==> config.mk <==
export PLATFORM = sky130hd
export DESIGN_NAME = pipe_trace_top
export DESIGN_NICKNAME = d
export VERILOG_FILES = /design/src/rtl/pipe_trace_pkg.sv /design/src/rtl/stage_tracker.sv /design/src/rtl/retire_fifo.sv /design/src/rtl/retire_stats.sv /design/src/rtl/pipe_trace_top.sv
export VERILOG_INCLUDE_DIRS = /design/src /design/src/rtl
export SDC_FILE = /design/constraint.sdc
export NUM_CORES = 1
export LEC_CHECK = 0
export BUFFER_PORTS_ARGS = -buffer_cell sky130_fd_sc_hd__clkbuf_2
export CAP_MARGIN = 20
export CORE_ASPECT_RATIO = 1.75
export CORE_MARGIN = 2
export CORE_UTILIZATION = 60
export DETAILED_ROUTE_END_ITERATION = 10
export PLACE_DENSITY = 0.75
export SYNTH_ARGS = -nofsm -noshare
export SYNTH_HDL_FRONTEND = slang
export SYNTH_SLANG_ARGS = --single-unit
==> constraint.sdc <==
create_clock -name clk -period 11.51 [get_ports clk]
set_input_delay 0.5755 -clock clk [delete_from_list [all_inputs] [get_ports clk]]
set_output_delay 0.5755 -clock clk [all_outputs]
set_load 0.005 [all_outputs]
==> src/rtl/pipe_trace_settings.svh <==
`ifndef PIPE_TRACE_SETTINGS_SVH
`define PIPE_TRACE_SETTINGS_SVH

// Fetch, decode, execute, memory, writeback
`define PT_NUM_STAGES 5

// Retire FIFO entries
`define PT_FIFO_DEPTH 8

// Free entries needed before issue is allowed
// Covers the five stage registers, the retire register and the issuing instruction
`define PT_ISSUE_MARGIN 7

// Field widths
`define PT_SEQ_W 8
`define PT_WORD_W 32
`define PT_STALL_W 4

// Statistics counter width
`define PT_TOTAL_W 16

`endif

==> src/rtl/pipe_trace_pkg.sv <==
`include "pipe_trace_settings.svh"

package pipe_trace_pkg;

    // One pipeline stage register
    // Stall counts travel with the instruction from fetch onwards
    typedef struct packed {
        logic                   valid;
        logic [`PT_SEQ_W-1:0]   seq;
        logic [`PT_WORD_W-1:0]  word;
        logic [`PT_STALL_W-1:0] fetch_stalls;
        logic [`PT_STALL_W-1:0] decode_stalls;
    } stage_entry_t;

    // One retired instruction as stored in the retire FIFO
    typedef struct packed {
        logic [`PT_SEQ_W-1:0]   seq;
        logic [`PT_WORD_W-1:0]  word;
        logic [`PT_STALL_W-1:0] fetch_stalls;
        logic [`PT_STALL_W-1:0] decode_stalls;
    } retire_rec_t;

endpackage

==> src/rtl/stage_tracker.sv <==
`timescale 1ns/100ps

`include "pipe_trace_settings.svh"

module stage_tracker (
    input  logic                        clk,
    input  logic                        rst,
    input  logic                        issue,
    input  logic [`PT_WORD_W-1:0]       issue_word,
    input  logic                        stall,
    input  logic                        fifo_room,
    output logic                        fetch_free,
    output logic                        retire_valid,
    output pipe_trace_pkg::retire_rec_t retire_rec
);

    import pipe_trace_pkg::*;

    // Stage indices
    localparam int FE = 0;
    localparam int DE = 1;
    localparam int EX = 2;
    localparam int WB = `PT_NUM_STAGES - 1;

    stage_entry_t stg [`PT_NUM_STAGES];

    logic [`PT_SEQ_W-1:0] seq_cnt;
    logic                 fetch_adv;
    logic                 accept;
    stage_entry_t         new_entry;

    // Saturating stall counter step
    function automatic logic [`PT_STALL_W-1:0] sat_inc(
        input logic [`PT_STALL_W-1:0] cnt
    );
        if (&cnt) begin
            return cnt;
        end
        return cnt + 1'b1;
    endfunction

    // Fetch moves into decode whenever the front end is not frozen
    assign fetch_adv = ~stall;

    assign fetch_free = ~stall & fifo_room & (~stg[FE].valid | fetch_adv);

    // An issue pulse outside fetch_free is dropped
    assign accept = issue & fetch_free;

    always_comb begin
        new_entry               = '0;
        new_entry.valid         = 1'b1;
        new_entry.seq           = seq_cnt;
        new_entry.word          = issue_word;
        new_entry.fetch_stalls  = '0;
        new_entry.decode_stalls = '0;
    end

    // Sequence numbers follow accepted issues only
    always_ff @(posedge clk or posedge rst) begin
        if (rst) begin
            seq_cnt <= '0;
        end else if (accept) begin
            seq_cnt <= seq_cnt + 1'b1;
        end
    end

    // Front end: fetch and decode
    always_ff @(posedge clk or posedge rst) begin
        if (rst) begin
            stg[FE] <= '0;
            stg[DE] <= '0;
        end else if (stall) begin
            // Frozen, each occupant counts the lost cycle
            if (stg[FE].valid) begin
                stg[FE].fetch_stalls <= sat_inc(stg[FE].fetch_stalls);
            end
            if (stg[DE].valid) begin
                stg[DE].decode_stalls <= sat_inc(stg[DE].decode_stalls);
            end
        end else begin
            stg[DE] <= stg[FE];
            if (accept) begin
                stg[FE] <= new_entry;
            end else begin
                stg[FE] <= '0;
            end
        end
    end

    // Execute gets a bubble while the front end is frozen
    always_ff @(posedge clk or posedge rst) begin
        if (rst) begin
            stg[EX] <= '0;
        end else if (stall) begin
            stg[EX] <= '0;
        end else begin
            stg[EX] <= stg[DE];
        end
    end

    // Memory and writeback never stop
    for (genvar i = EX + 1; i <= WB; i++) begin : g_back
        always_ff @(posedge clk or posedge rst) begin
            if (rst) begin
                stg[i] <= '0;
            end else begin
                stg[i] <= stg[i-1];
            end
        end
    end

    // Leaving writeback, one cycle pulse per instruction
    always_ff @(posedge clk or posedge rst) begin
        if (rst) begin
            retire_valid <= 1'b0;
        end else begin
            retire_valid <= stg[WB].valid;
        end
    end

    always_ff @(posedge clk) begin
        if (stg[WB].valid) begin
            retire_rec.seq           <= stg[WB].seq;
            retire_rec.word          <= stg[WB].word;
            retire_rec.fetch_stalls  <= stg[WB].fetch_stalls;
            retire_rec.decode_stalls <= stg[WB].decode_stalls;
        end
    end

endmodule

==> src/rtl/retire_fifo.sv <==
`timescale 1ns/100ps

`include "pipe_trace_settings.svh"

module retire_fifo (
    input  logic                        clk,
    input  logic                        rst,
    input  logic                        wr,
    input  pipe_trace_pkg::retire_rec_t wr_rec,
    input  logic                        rd,
    output pipe_trace_pkg::retire_rec_t rd_rec,
    output logic                        empty,
    output logic                        room
);

    import pipe_trace_pkg::*;

    localparam int DEPTH = `PT_FIFO_DEPTH;
    localparam int PTR_W = $clog2(DEPTH);
    localparam int CNT_W = $clog2(DEPTH + 1);

    retire_rec_t mem [DEPTH];

    logic [PTR_W-1:0] wr_ptr;
    logic [PTR_W-1:0] rd_ptr;
    logic [CNT_W-1:0] count;
    logic [CNT_W-1:0] free_cnt;
    logic             full;
    logic             do_wr;
    logic             do_rd;

    assign full     = (count == CNT_W'(DEPTH));
    assign empty    = (count == '0);
    assign free_cnt = CNT_W'(DEPTH) - count;
    assign room     = (free_cnt >= CNT_W'(`PT_ISSUE_MARGIN));

    assign do_rd = rd & ~empty;
    // A read in the same cycle frees the slot being written
    assign do_wr = wr & (~full | do_rd);

    // Head of queue shows without a read request
    assign rd_rec = mem[rd_ptr];

    always_ff @(posedge clk) begin
        if (do_wr) begin
            mem[wr_ptr] <= wr_rec;
        end
    end

    always_ff @(posedge clk or posedge rst) begin
        if (rst) begin
            wr_ptr <= '0;
            rd_ptr <= '0;
            count  <= '0;
        end else begin
            if (do_wr) begin
                wr_ptr <= (wr_ptr == PTR_W'(DEPTH - 1)) ? '0 : wr_ptr + 1'b1;
            end
            if (do_rd) begin
                rd_ptr <= (rd_ptr == PTR_W'(DEPTH - 1)) ? '0 : rd_ptr + 1'b1;
            end
            case ({do_wr, do_rd})
                2'b10:   count <= count + 1'b1;
                2'b01:   count <= count - 1'b1;
                default: count <= count;
            endcase
        end
    end

endmodule

==> src/rtl/retire_stats.sv <==
`timescale 1ns/100ps

`include "pipe_trace_settings.svh"

module retire_stats (
    input  logic                        clk,
    input  logic                        rst,
    input  pipe_trace_pkg::retire_rec_t fifo_rec,
    input  logic                        fifo_empty,
    input  logic                        log_hold,
    output logic                        pop,
    output logic                        rec_valid,
    output pipe_trace_pkg::retire_rec_t rec,
    output logic [`PT_TOTAL_W-1:0]      retired_count,
    output logic [`PT_TOTAL_W-1:0]      stall_total,
    output logic [`PT_TOTAL_W-1:0]      max_stall
);

    localparam int SUM_W = `PT_STALL_W + 1;

    logic [SUM_W-1:0]       rec_stall;
    logic [`PT_TOTAL_W-1:0] rec_stall_ext;

    // One record per cycle unless held off
    assign pop = ~fifo_empty & ~log_hold;

    // Stall cycles of the record at the FIFO head
    assign rec_stall = SUM_W'(fifo_rec.fetch_stalls) + SUM_W'(fifo_rec.decode_stalls);
    assign rec_stall_ext = {{(`PT_TOTAL_W - SUM_W){1'b0}}, rec_stall};

    always_ff @(posedge clk or posedge rst) begin
        if (rst) begin
            rec_valid <= 1'b0;
        end else begin
            rec_valid <= pop;
        end
    end

    always_ff @(posedge clk) begin
        if (pop) begin
            rec <= fifo_rec;
        end
    end

    // Totals move in the same cycle as the published record
    always_ff @(posedge clk or posedge rst) begin
        if (rst) begin
            retired_count <= '0;
            stall_total   <= '0;
            max_stall     <= '0;
        end else if (pop) begin
            retired_count <= retired_count + 1'b1;
            stall_total   <= stall_total + rec_stall_ext;
            if (rec_stall_ext > max_stall) begin
                max_stall <= rec_stall_ext;
            end
        end
    end

endmodule

==> src/rtl/pipe_trace_top.sv <==
`timescale 1ns/100ps

`include "pipe_trace_settings.svh"

module pipe_trace_top (
    input  logic                        clk,
    input  logic                        rst,
    input  logic                        issue,
    input  logic [`PT_WORD_W-1:0]       issue_word,
    input  logic                        stall,
    input  logic                        log_hold,
    output logic                        fetch_free,
    output logic                        rec_valid,
    output pipe_trace_pkg::retire_rec_t rec,
    output logic [`PT_TOTAL_W-1:0]      retired_count,
    output logic [`PT_TOTAL_W-1:0]      stall_total,
    output logic [`PT_TOTAL_W-1:0]      max_stall
);

    import pipe_trace_pkg::*;

    // Tracker to FIFO
    logic        retire_valid;
    retire_rec_t retire_rec;
    logic        fifo_room;

    // FIFO to statistics
    retire_rec_t fifo_rec;
    logic        fifo_empty;
    logic        pop;

    stage_tracker u_stage_tracker (
        .clk          (clk),
        .rst          (rst),
        .issue        (issue),
        .issue_word   (issue_word),
        .stall        (stall),
        .fifo_room    (fifo_room),
        .fetch_free   (fetch_free),
        .retire_valid (retire_valid),
        .retire_rec   (retire_rec)
    );

    retire_fifo u_retire_fifo (
        .clk    (clk),
        .rst    (rst),
        .wr     (retire_valid),
        .wr_rec (retire_rec),
        .rd     (pop),
        .rd_rec (fifo_rec),
        .empty  (fifo_empty),
        .room   (fifo_room)
    );

    retire_stats u_retire_stats (
        .clk           (clk),
        .rst           (rst),
        .fifo_rec      (fifo_rec),
        .fifo_empty    (fifo_empty),
        .log_hold      (log_hold),
        .pop           (pop),
        .rec_valid     (rec_valid),
        .rec           (rec),
        .retired_count (retired_count),
        .stall_total   (stall_total),
        .max_stall     (max_stall)
    );

endmodule

==> results summary, run 1 <==
The first-pass GRT wire length is 73500 um. The starting utilization of the core area came out at 60.6%. The path type of the worst setup path is flip-flop to flip-flop. The number of antenna cells inserted came out at 0. Internal power comes to 0.00554 W.

The register clock-pin slew on the reported worst setup and hold paths is 70 ps. The number of global-route vias before repair came out at 12.9k. The share of cells above drive strength 1 came out at 27.9%. At the pin with the least slew margin, the transition time is 965 ps. The data arrival time of the worst path is 4920 ps. The number of gates given a new drive strength after cts is 0. The count of endpoints failing setup in the final report is 0.

The initial antenna violation count is 0. The final critical path time including I/O delays and setup is 4440 ps. The placeable core area came out at 0.0458 mm2. The violation count after the first detailed-route iteration is 778. In this design, the stage delay of the slowest critical-path cell is 670 ps. The first-pass iteration count of the detailed router came out at 4. The largest net degree at the start of global routing came out at 177. The register area share after synthesis is 78.8%. The critical path goes through buf_4 > mux4_2 > mux2_2 > ha_1 > a21oi_1 > xnor2_1 > ha_1 > nand4_1 > mux2i_1 > a211oi_4 > mux2_1. Among all flip-flop cells after synthesis, the most frequent one is edfxtp_1.

The number of buffer cells added on primary ports came out at 123. Along the worst path, the maximum fanout reaches 38. The area of the mapped netlist is 0.0278 mm2.

The final max-slew violation count is 0. The die is 167 um wide. The leakage component of the power came out at 12.1 nW. After routing, the total negative slack on setup checks comes to 0 ps.

Detailed routing inserted a total of 12.3k vias. The critical path data required time came out at 11990 ps. The wire length after detailed routing came out at 46900 um. The worst register-to-register path begins at u_retire_fifo.rd_ptr[0]$_DFFE_PP0P_.

The later pin in the worst-skew pair is clocked with a latency of 610 ps. Counting along the longest clock path gives a buffer depth of 3. The total CTS buffers is 61. By count the netlist is led by edfxtp_1 (480), dfrtp_1 (298), mux4_2 (96), mux2_2 (94), nor2b_1 (54).

The number of warnings issued by yosys is 0. Of the total power, the share spent switching nets is 27.2%. Setup slack closes at 7070 ps. Among all cell types in the netlist, the one instantiated most often is edfxtp_1. The number of H-tree levels is 2. The number of filler instances in the final layout came out at 2926. The number of hold-slack violations in the final timing report is 0.

The I/O pin total is 135. The post-CTS repair timing setup buffer count came out at 0. The hold-fix buffer count after cts is 0.

Setup repair after global routing left no endpoint under its margin. The routability congestion estimate is 0.758. Across the run, the number of max-cap violations was 0. The vertical die dimension is 289 um. In this run the core area contains 104 standard-cell rows. After technology mapping, the gate count stands at 1363. VDD sags by at most 0.156 mV. The most critical setup path has its startpoint at u_retire_fifo.rd_ptr[0]$_DFFE_PP0P_. The DRC violations left came out at 0. The async set-reset flop share out of synthesis is 38.3%. The remaining number of nets flagged by the antenna check after routing came out at 0. The total number of clock tree sinks is 778.

The slowest cell on the critical path is buf_4. The final HPWL from detailed placement is 24700 um. The per-instance average area after synthesis is 20.4 um2.

The sequential share of power is 48.2%. The count of nets after finishing came out at 1579. The register bit count reported by yosys came out at 778.

With fillers left out, the area of the finished cells amounts to 0.0312 mm2. The area of the multi-input gates is 0.00562 mm2. STA classifies the critical path endpoint as a flip-flop.

The clock share of power is 28.9%. edfxtp_1 takes more of the synthesized area than any other cell. Registers take 0.0219 mm2. Ranked by total cell area, the synthesized netlist is headed by edfxtp_1 (52%), dfrtp_1 (27%), mux4_2 (7.8%). Derived from the worst setup path, the maximum achievable clock frequency is 225 MHz. The mean routed wirelength per cell is 21.9 um. The number of vias per cell after detailed routing came out at 5.74.

Between clock sinks in the finished design, the worst skew comes to 27.2 ps. The placed instances occupy a cell area of 0.0291 mm2. The relative contribution of combinational cells to total power is 22.9%. The library cell used as clock root buffer is clkbuf_16. Counting stages on the worst path, the most repeated cell is ha_1.

In this run, distinct cell masters in the synthesized netlist total 45. The floorplan die area came out at 0.0481 mm2. The end-of-flow core utilization came out at 68.1%. The final critical-path share of the clock period is 38.6%.

TritonCTS built the clock tree. The flow ran to the end, and the final reports show no timing, DRC or antenna violations. The areal power density over the cells came out at 244 mW/mm2. The area growth from synthesis to layout came out at 12.3%. The worst-case setup slack after placement came out at 7080 ps. Across every metal layer, demand over resource in global routing totals 19.9%.

The tightest min-delay check is of the input port to asynchronous set/reset pin type. The count of flip-flops with a built-in enable after synthesis is 480. Measured against its own limit, the worst slew margin works out to 35.7%. The worst setup path is launched from a flip-flop. The top cell type's share of synthesized area came out at 51.9%. The global-route congestion overflow total came out at 0. Summed over all nets, the switching power comes to 0.00207 W.
==> kinds of logic after synthesis <==
kind of cell | count (synthesis) | synth area share [%]
XOR/XNOR | 47 | 1.48
other | 1 | 0.0135
buffers and inverters | 78 | 1.36
AO/OA/AOI/OAI | 77 | 2.16
AND/OR/NAND/NOR | 159 | 3.08
adder cells (fa/ha/maj) | 28 | 1.34
multiplexers | 195 | 11.8
flip-flops | 778 | 78.8
==> final cells by class <==
cell class,instances,area share [%]
sequential,778,70.2
multi-input combinational,517,18.0
tap,583,2.34
timing repair buffer,140,2.43
inverter,16,0.217
clock buffer,71,5.15
clock inverter,42,1.68
==> through the flow <==
step | cells | power [W] | hold slack, ps
2_1_floorplan | 1373 | 0.00494 | 331
3_3_place_gp | 2034 | 0.00537 | 331
3_5_place_dp | 2034 | 0.00547 | 335
4_1_cts | 2147 | 0.00768 | 155
5_1_grt | 2147 | 0.00796 | 159
6_report | 2147 | 0.00760 | 133
==> layout by cell type (no fill, tap or decap), types with 3 or more instances in the layout <==
| cell | instances |
|---|---|
| a22o_1 | 40 |
| a21o_1 | 8 |
| nor2_4 | 6 |
| bufinv_16 | 12 |
| xnor2_1 | 37 |
| clkinv_2 | 7 |
| nor2_1 | 4 |
| fa_1 | 3 |
| clkbuf_16 | 62 |
| and3_1 | 9 |
| nand3_1 | 13 |
| clkbuf_1 | 7 |
| mux2_2 | 94 |
| nand2_1 | 42 |
| clkbuf_2 | 122 |
| mux4_2 | 96 |
| dfrtp_1 | 294 |
| conb_1 | 11 |
| nand4_1 | 9 |
| o21ai_0 | 14 |
| clkinv_1 | 17 |
| nand2b_1 | 3 |
| xor2_1 | 10 |
| mux2i_1 | 4 |
| nor2b_1 | 54 |
| edfxtp_1 | 480 |
| and2_1 | 4 |
| buf_4 | 17 |
| inv_1 | 14 |
| nor3_1 | 5 |
| and4_1 | 3 |
| ha_1 | 25 |
| a21oi_1 | 4 |
==> power by group through the flow <==
stage	sequential [W]	clock, W	combinational (W)
2_1_floorplan	0.00362	0	0.00132
3_3_place_gp	0.00370	0	0.00167
3_5_place_dp	0.00372	0	0.00175
4_1_cts	0.00367	0.00224	0.00177
5_1_grt	0.00371	0.00235	0.00191
6_report	0.00367	0.00220	0.00174
==> worst max-delay path: cells and delay by family (launching register included) <==
kind	cells	cell delay [ps]
AO/OA/AOI/OAI	2	420
XOR/XNOR	1	380
adder cells (fa/ha/maj)	2	700
buffers and inverters	1	670
flip-flops	1	650
multiplexers	4	1340
AND/OR/NAND/NOR	1	120
==> final timing paths <==
check | end | slack [ps] | cells past startpoint
setup / recovery | u_retire_stats.max_stall[0]$_DFFE_PP0P_ | 7070 | 11
hold reg to reg | u_stage_tracker.stg[49]$_DFF_PP0_ | 340 | 0
hold / removal | u_retire_stats.stall_total[5]$_DFFE_PP0P_ | 130 | 2
setup reg to reg | u_retire_stats.max_stall[0]$_DFFE_PP0P_ | 7070 | 11
min in group clk | u_stage_tracker.stg[229]$_DFFE_PP0N_ | 180 | 2
max in group asynchronous | u_retire_stats.rec_valid$_DFF_PP0_ | 9870 | 3
==> metal layers <==
metal / part of all wire, % / GRT usage [%] / up-vias / wire, um
met5: 0 / 0 / - / 0
met1: 40 / 25.8 / 6418 / 18700
li1: - / - / 5485 / -
met4: 2.9 / 6.81 / 0 / 1380
met3: 4.4 / 2.52 / 96 / 2060
met2: 53 / 35.3 / 321 / 24800
==> state kept, by name, indices dropped and copies added, names as in the netlist, 5 cells and up <==
name / cells
u_retire_fifo.mem: 384
u_stage_tracker.stg: 241
u_retire_stats.rec: 48
u_stage_tracker.retire_rec: 48
u_retire_stats.retired_count: 16
u_retire_stats.stall_total: 16
u_stage_tracker.seq_cnt: 8
u_retire_stats.max_stall: 5
No activity file was read; power rests on OpenSTA's default activity.
==> inputs of run 2 (changes only) <==
==> constraint.sdc (replaced) <==
create_clock -name clk -period 4.28 [get_ports clk]
set_input_delay 0.214 -clock clk [delete_from_list [all_inputs] [get_ports clk]]
set_output_delay 0.214 -clock clk [all_outputs]
set_load 0.005 [all_outputs]
==> results summary, run 2 (synthesized netlist as in run 1, its figures left out) <==
The data arrival time of the worst path came out at 4360 ps (-560 ps). The worst hold margin came to 83.3 ps (-49.6 ps). The maximum net fanout on the critical path came out at 12 (-68%).

The count of nets after finishing is 1618 (+2.5%). The number of filler instances in the final layout is 2873 (-1.8%). The first-pass GRT wire length was 75400 um (+2.6%). The critical path data required time is 4750 ps (-7240 ps). The global-route congestion overflow total came out at 0 (unchanged).

The mean routed wirelength per cell came out at 21.7 um (-0.87%). The accumulated negative setup slack is 0 ps (unchanged). The total cell area at the placement stage is 0.0291 mm2 (+0.20%).

Tracing the worst setup path back leads to its startpoint at u_retire_fifo.rd_ptr[0]$_DFFE_PP0P_. The total CTS buffers came out at 61 (unchanged). The I/O pin total is 135 (unchanged). The overall fraction of global-route tracks in use is 20.2% (+0.35 points). The final max-slew violation count is 0 (unchanged). The global-route track usage on met2 came out at 35.6% (+0.34 points).

The most common cell after layout, fill and taps aside is edfxtp_1. The number of standard cells in the final layout excluding fillers was 2188 (+1.9%). The largest net degree at the start of global routing came out at 177 (unchanged). The latest clock arrival within the worst-skew pair came out at 610 ps (about the same).

The met3 usage came out at 2.73% (+0.21 points). The slowest cell on the critical path is dfrtp_4. The number of flip-flops under the largest register name is 384 (unchanged). The maximum number of buffers from clock root to sink was 3 (unchanged).

The first-pass iteration count of the detailed router came out at 7 (+3). The delay of the slowest cell on the worst path came out at 590 ps (-80 ps). Broken down by cell family, the worst path's largest delay share belongs to adder cells. The placeable core area is 0.0458 mm2 (unchanged). The remaining number of nets flagged by the antenna check after routing came out at 0 (unchanged). The capture instance of the worst register-to-register path is u_retire_stats.stall_total[12]$_DFFE_PP0P_. The violation count after the first detailed-route iteration is 871 (+12%).

The placed cell count was 2039 (+0.25%). The max capacitance violation total is 0 (unchanged). The starting utilization of the core area is 60.6% (unchanged). The final critical-path share of the clock period is 90.9% (+52 points). The depth of the worst hold-timing path came out at 4.

The kind of path behind the tightest hold check is input port to flip-flop. The worst reg2reg path depth is 11 (unchanged). The path with the worst hold slack has its endpoint at u_retire_stats.retired_count[4]$_DFFE_PP0P_. The number of global-route vias before repair came out at 13.4k (+3.5%). The floorplan die area came out at 0.0481 mm2 (unchanged). The worst min-delay path startpoint is log_hold.

The register with the most flip-flops in the final layout is u_retire_fifo.mem. The final HPWL from detailed placement is 25500 um (+2.9%). The maximum achievable frequency is 257 MHz (+14%). The share of cells above drive strength 1 is 28.3% (+0.41 points). The final critical path time including I/O delays and setup came out at 3890 ps (-546 ps). The number of gates given a new drive strength after cts is 0 (unchanged).

The number of vias per cell after detailed routing came out at 5.73 (about the same). The wire length after detailed routing came out at 47400 um (+1.0%). The CTS tree is done. The initial antenna violation count came out at 0 (unchanged). The routability congestion estimate was 0.739 (-2.4%). Setup repair after global routing left no endpoint under its margin. Clock tree synthesis selected as its root buffer the cell clkbuf_16. Leaving out fill and tap cells, the most frequent cells in the layout are edfxtp_1 (480), dfrtp_1 (294), clkbuf_2 (122).

The register clock-pin slew on the reported worst setup and hold paths is 70 ps (about the same). Relative to the synthesized area, the layout overhead comes to 13.9%. The signal on the critical path passes through mux4_2 > mux2_2 > ha_1 > fa_1 > inv_1 > fa_1 > nor2b_1 > nor3_1 > o21bai_1 > nand4_1 > xnor2_1.

The global routing stage identified its most utilized layer as met2. The largest registers in the layout are u_retire_fifo.mem (384), u_stage_tracker.stg (241). The number of hold-slack violations in the final timing report is 0 (unchanged). The most repeated library cell on the critical path is fa_1. The number of buffer and inverter instances along the worst setup path came out at 1 (unchanged). The floorplan row count came to 104 (unchanged). The areal power density over the cells came out at 648 mW/mm2 (+170%). The total number of clock tree sinks is 778 (unchanged). The DRC violations left is 0 (unchanged). The worst voltage drop across the vdd grid is 0.461 mV (+190%). The total power came to 0.0205 W (+170%).

The met1 capacity usage during global routing is 27.1% (+1.3 points). The run finished with clean final reports. The transition time at the pin with the least slew margin is 930 ps (-34.7 ps). The via total after detailed routing is 12.5k (+1.8%). The startpoint identified for the worst register-to-register timing path is u_retire_fifo.rd_ptr[0]$_DFFE_PP0P_.

The number of buffer cells added on primary ports came to 123 (unchanged). The leakage component of the power is 12.3 nW (+1.4%). The vertical die dimension came out at 289 um (unchanged). The clock skew after layout is 33.6 ps (+6.38 ps). STA classifies the critical path startpoint as a flip-flop.

The worst slew margin relative to its limit is 38.0% (+2.3 points). The sort of element at the end of the critical path is a flip-flop. The number of antenna cells inserted came to 0 (unchanged).

The area of all placed cells without fillers came out at 0.0316 mm2 (+1.4%). The count of endpoints failing setup in the final report is 0 (unchanged). The floorplan die width was 167 um (unchanged).

The critical path is of the flip-flop to flip-flop type. The register-to-register path setup slack is 390 ps (-6680 ps). The number of H-tree levels is 2 (unchanged).
[run 2: cell types whose count changed in the layout (fill, tap and decap cells not counted), sizes merged]
cell / delta
dlygate4sd3: +33
buf: +6
clkinvlp: +6
inv: -1
bufinv: -4
clkbuf: +13
clkinv: -12
[run 2: tightest hold or removal path, stage by stage]
cell and delay, ps:
clkbuf_2 140, nor3_1 120, nand2_1 100, xnor2_1 60
[run 2: cell type report]
type / count / area, um2 / share of cell area [%]
clock buffer: 84 / 1770 / 5.59
clock inverter: 31 / 387 / 1.22
inverter: 16 / 63.8 / 0.202
multi-input combinational: 517 / 5630 / 17.8
sequential: 778 / 21900 / 69.2
tap: 583 / 729 / 2.31
timing repair buffer: 179 / 1150 / 3.65
[run 2: where the power goes]
part / total (W) / internal, W / switching [W]
sequential: 0.00981 / 0.00915 / 0.000655
clock: 0.00590 / 0.00338 / 0.00252
combinational: 0.00478 / 0.00237 / 0.00241
total: 0.0205 / 0.0149 / 0.00559
[run 2: worst max path at each step]
stage               cells after the start                                          to
finish                                 11  u_retire_stats.stall_total[12]$_DFFE_PP0P_
global route                           11  u_retire_stats.stall_total[14]$_DFFE_PP0P_
CTS                                    11  u_retire_stats.stall_total[12]$_DFFE_PP0P_
detailed placement                     11  u_retire_stats.stall_total[14]$_DFFE_PP0P_
global placement                       11  u_retire_stats.stall_total[14]$_DFFE_PP0P_
floorplan                               1          u_retire_fifo.count[0]$_DFFE_PP0P_
[run 2: timing repair]
action | 4_1_cts | 5_1_grt
hold buffers | 33 | 0
endpoints found under the hold margin | 193 | 0
endpoints found under the setup margin | 0 | 5
setup buffers | 0 | 1
[run 2: per-layer routing]
layer  wire length [um]  share of wire, %  vias to the layer above
li1                   -                 -                     5567
met1              19100                40                     6565
met5                  0                 0                        -
met2              25100                53                      344
met3               2190               4.6                       69
met4                977               2.1                        0
[run 2: stage by stage]
step                      utilization [%]  worst slack (ps)
after detailed placement             63.6               288
final                                69.0               388
after floorplan                         -               107
after CTS                            69.0               228
after global routing                 69.0               113
after global placement               63.6               447
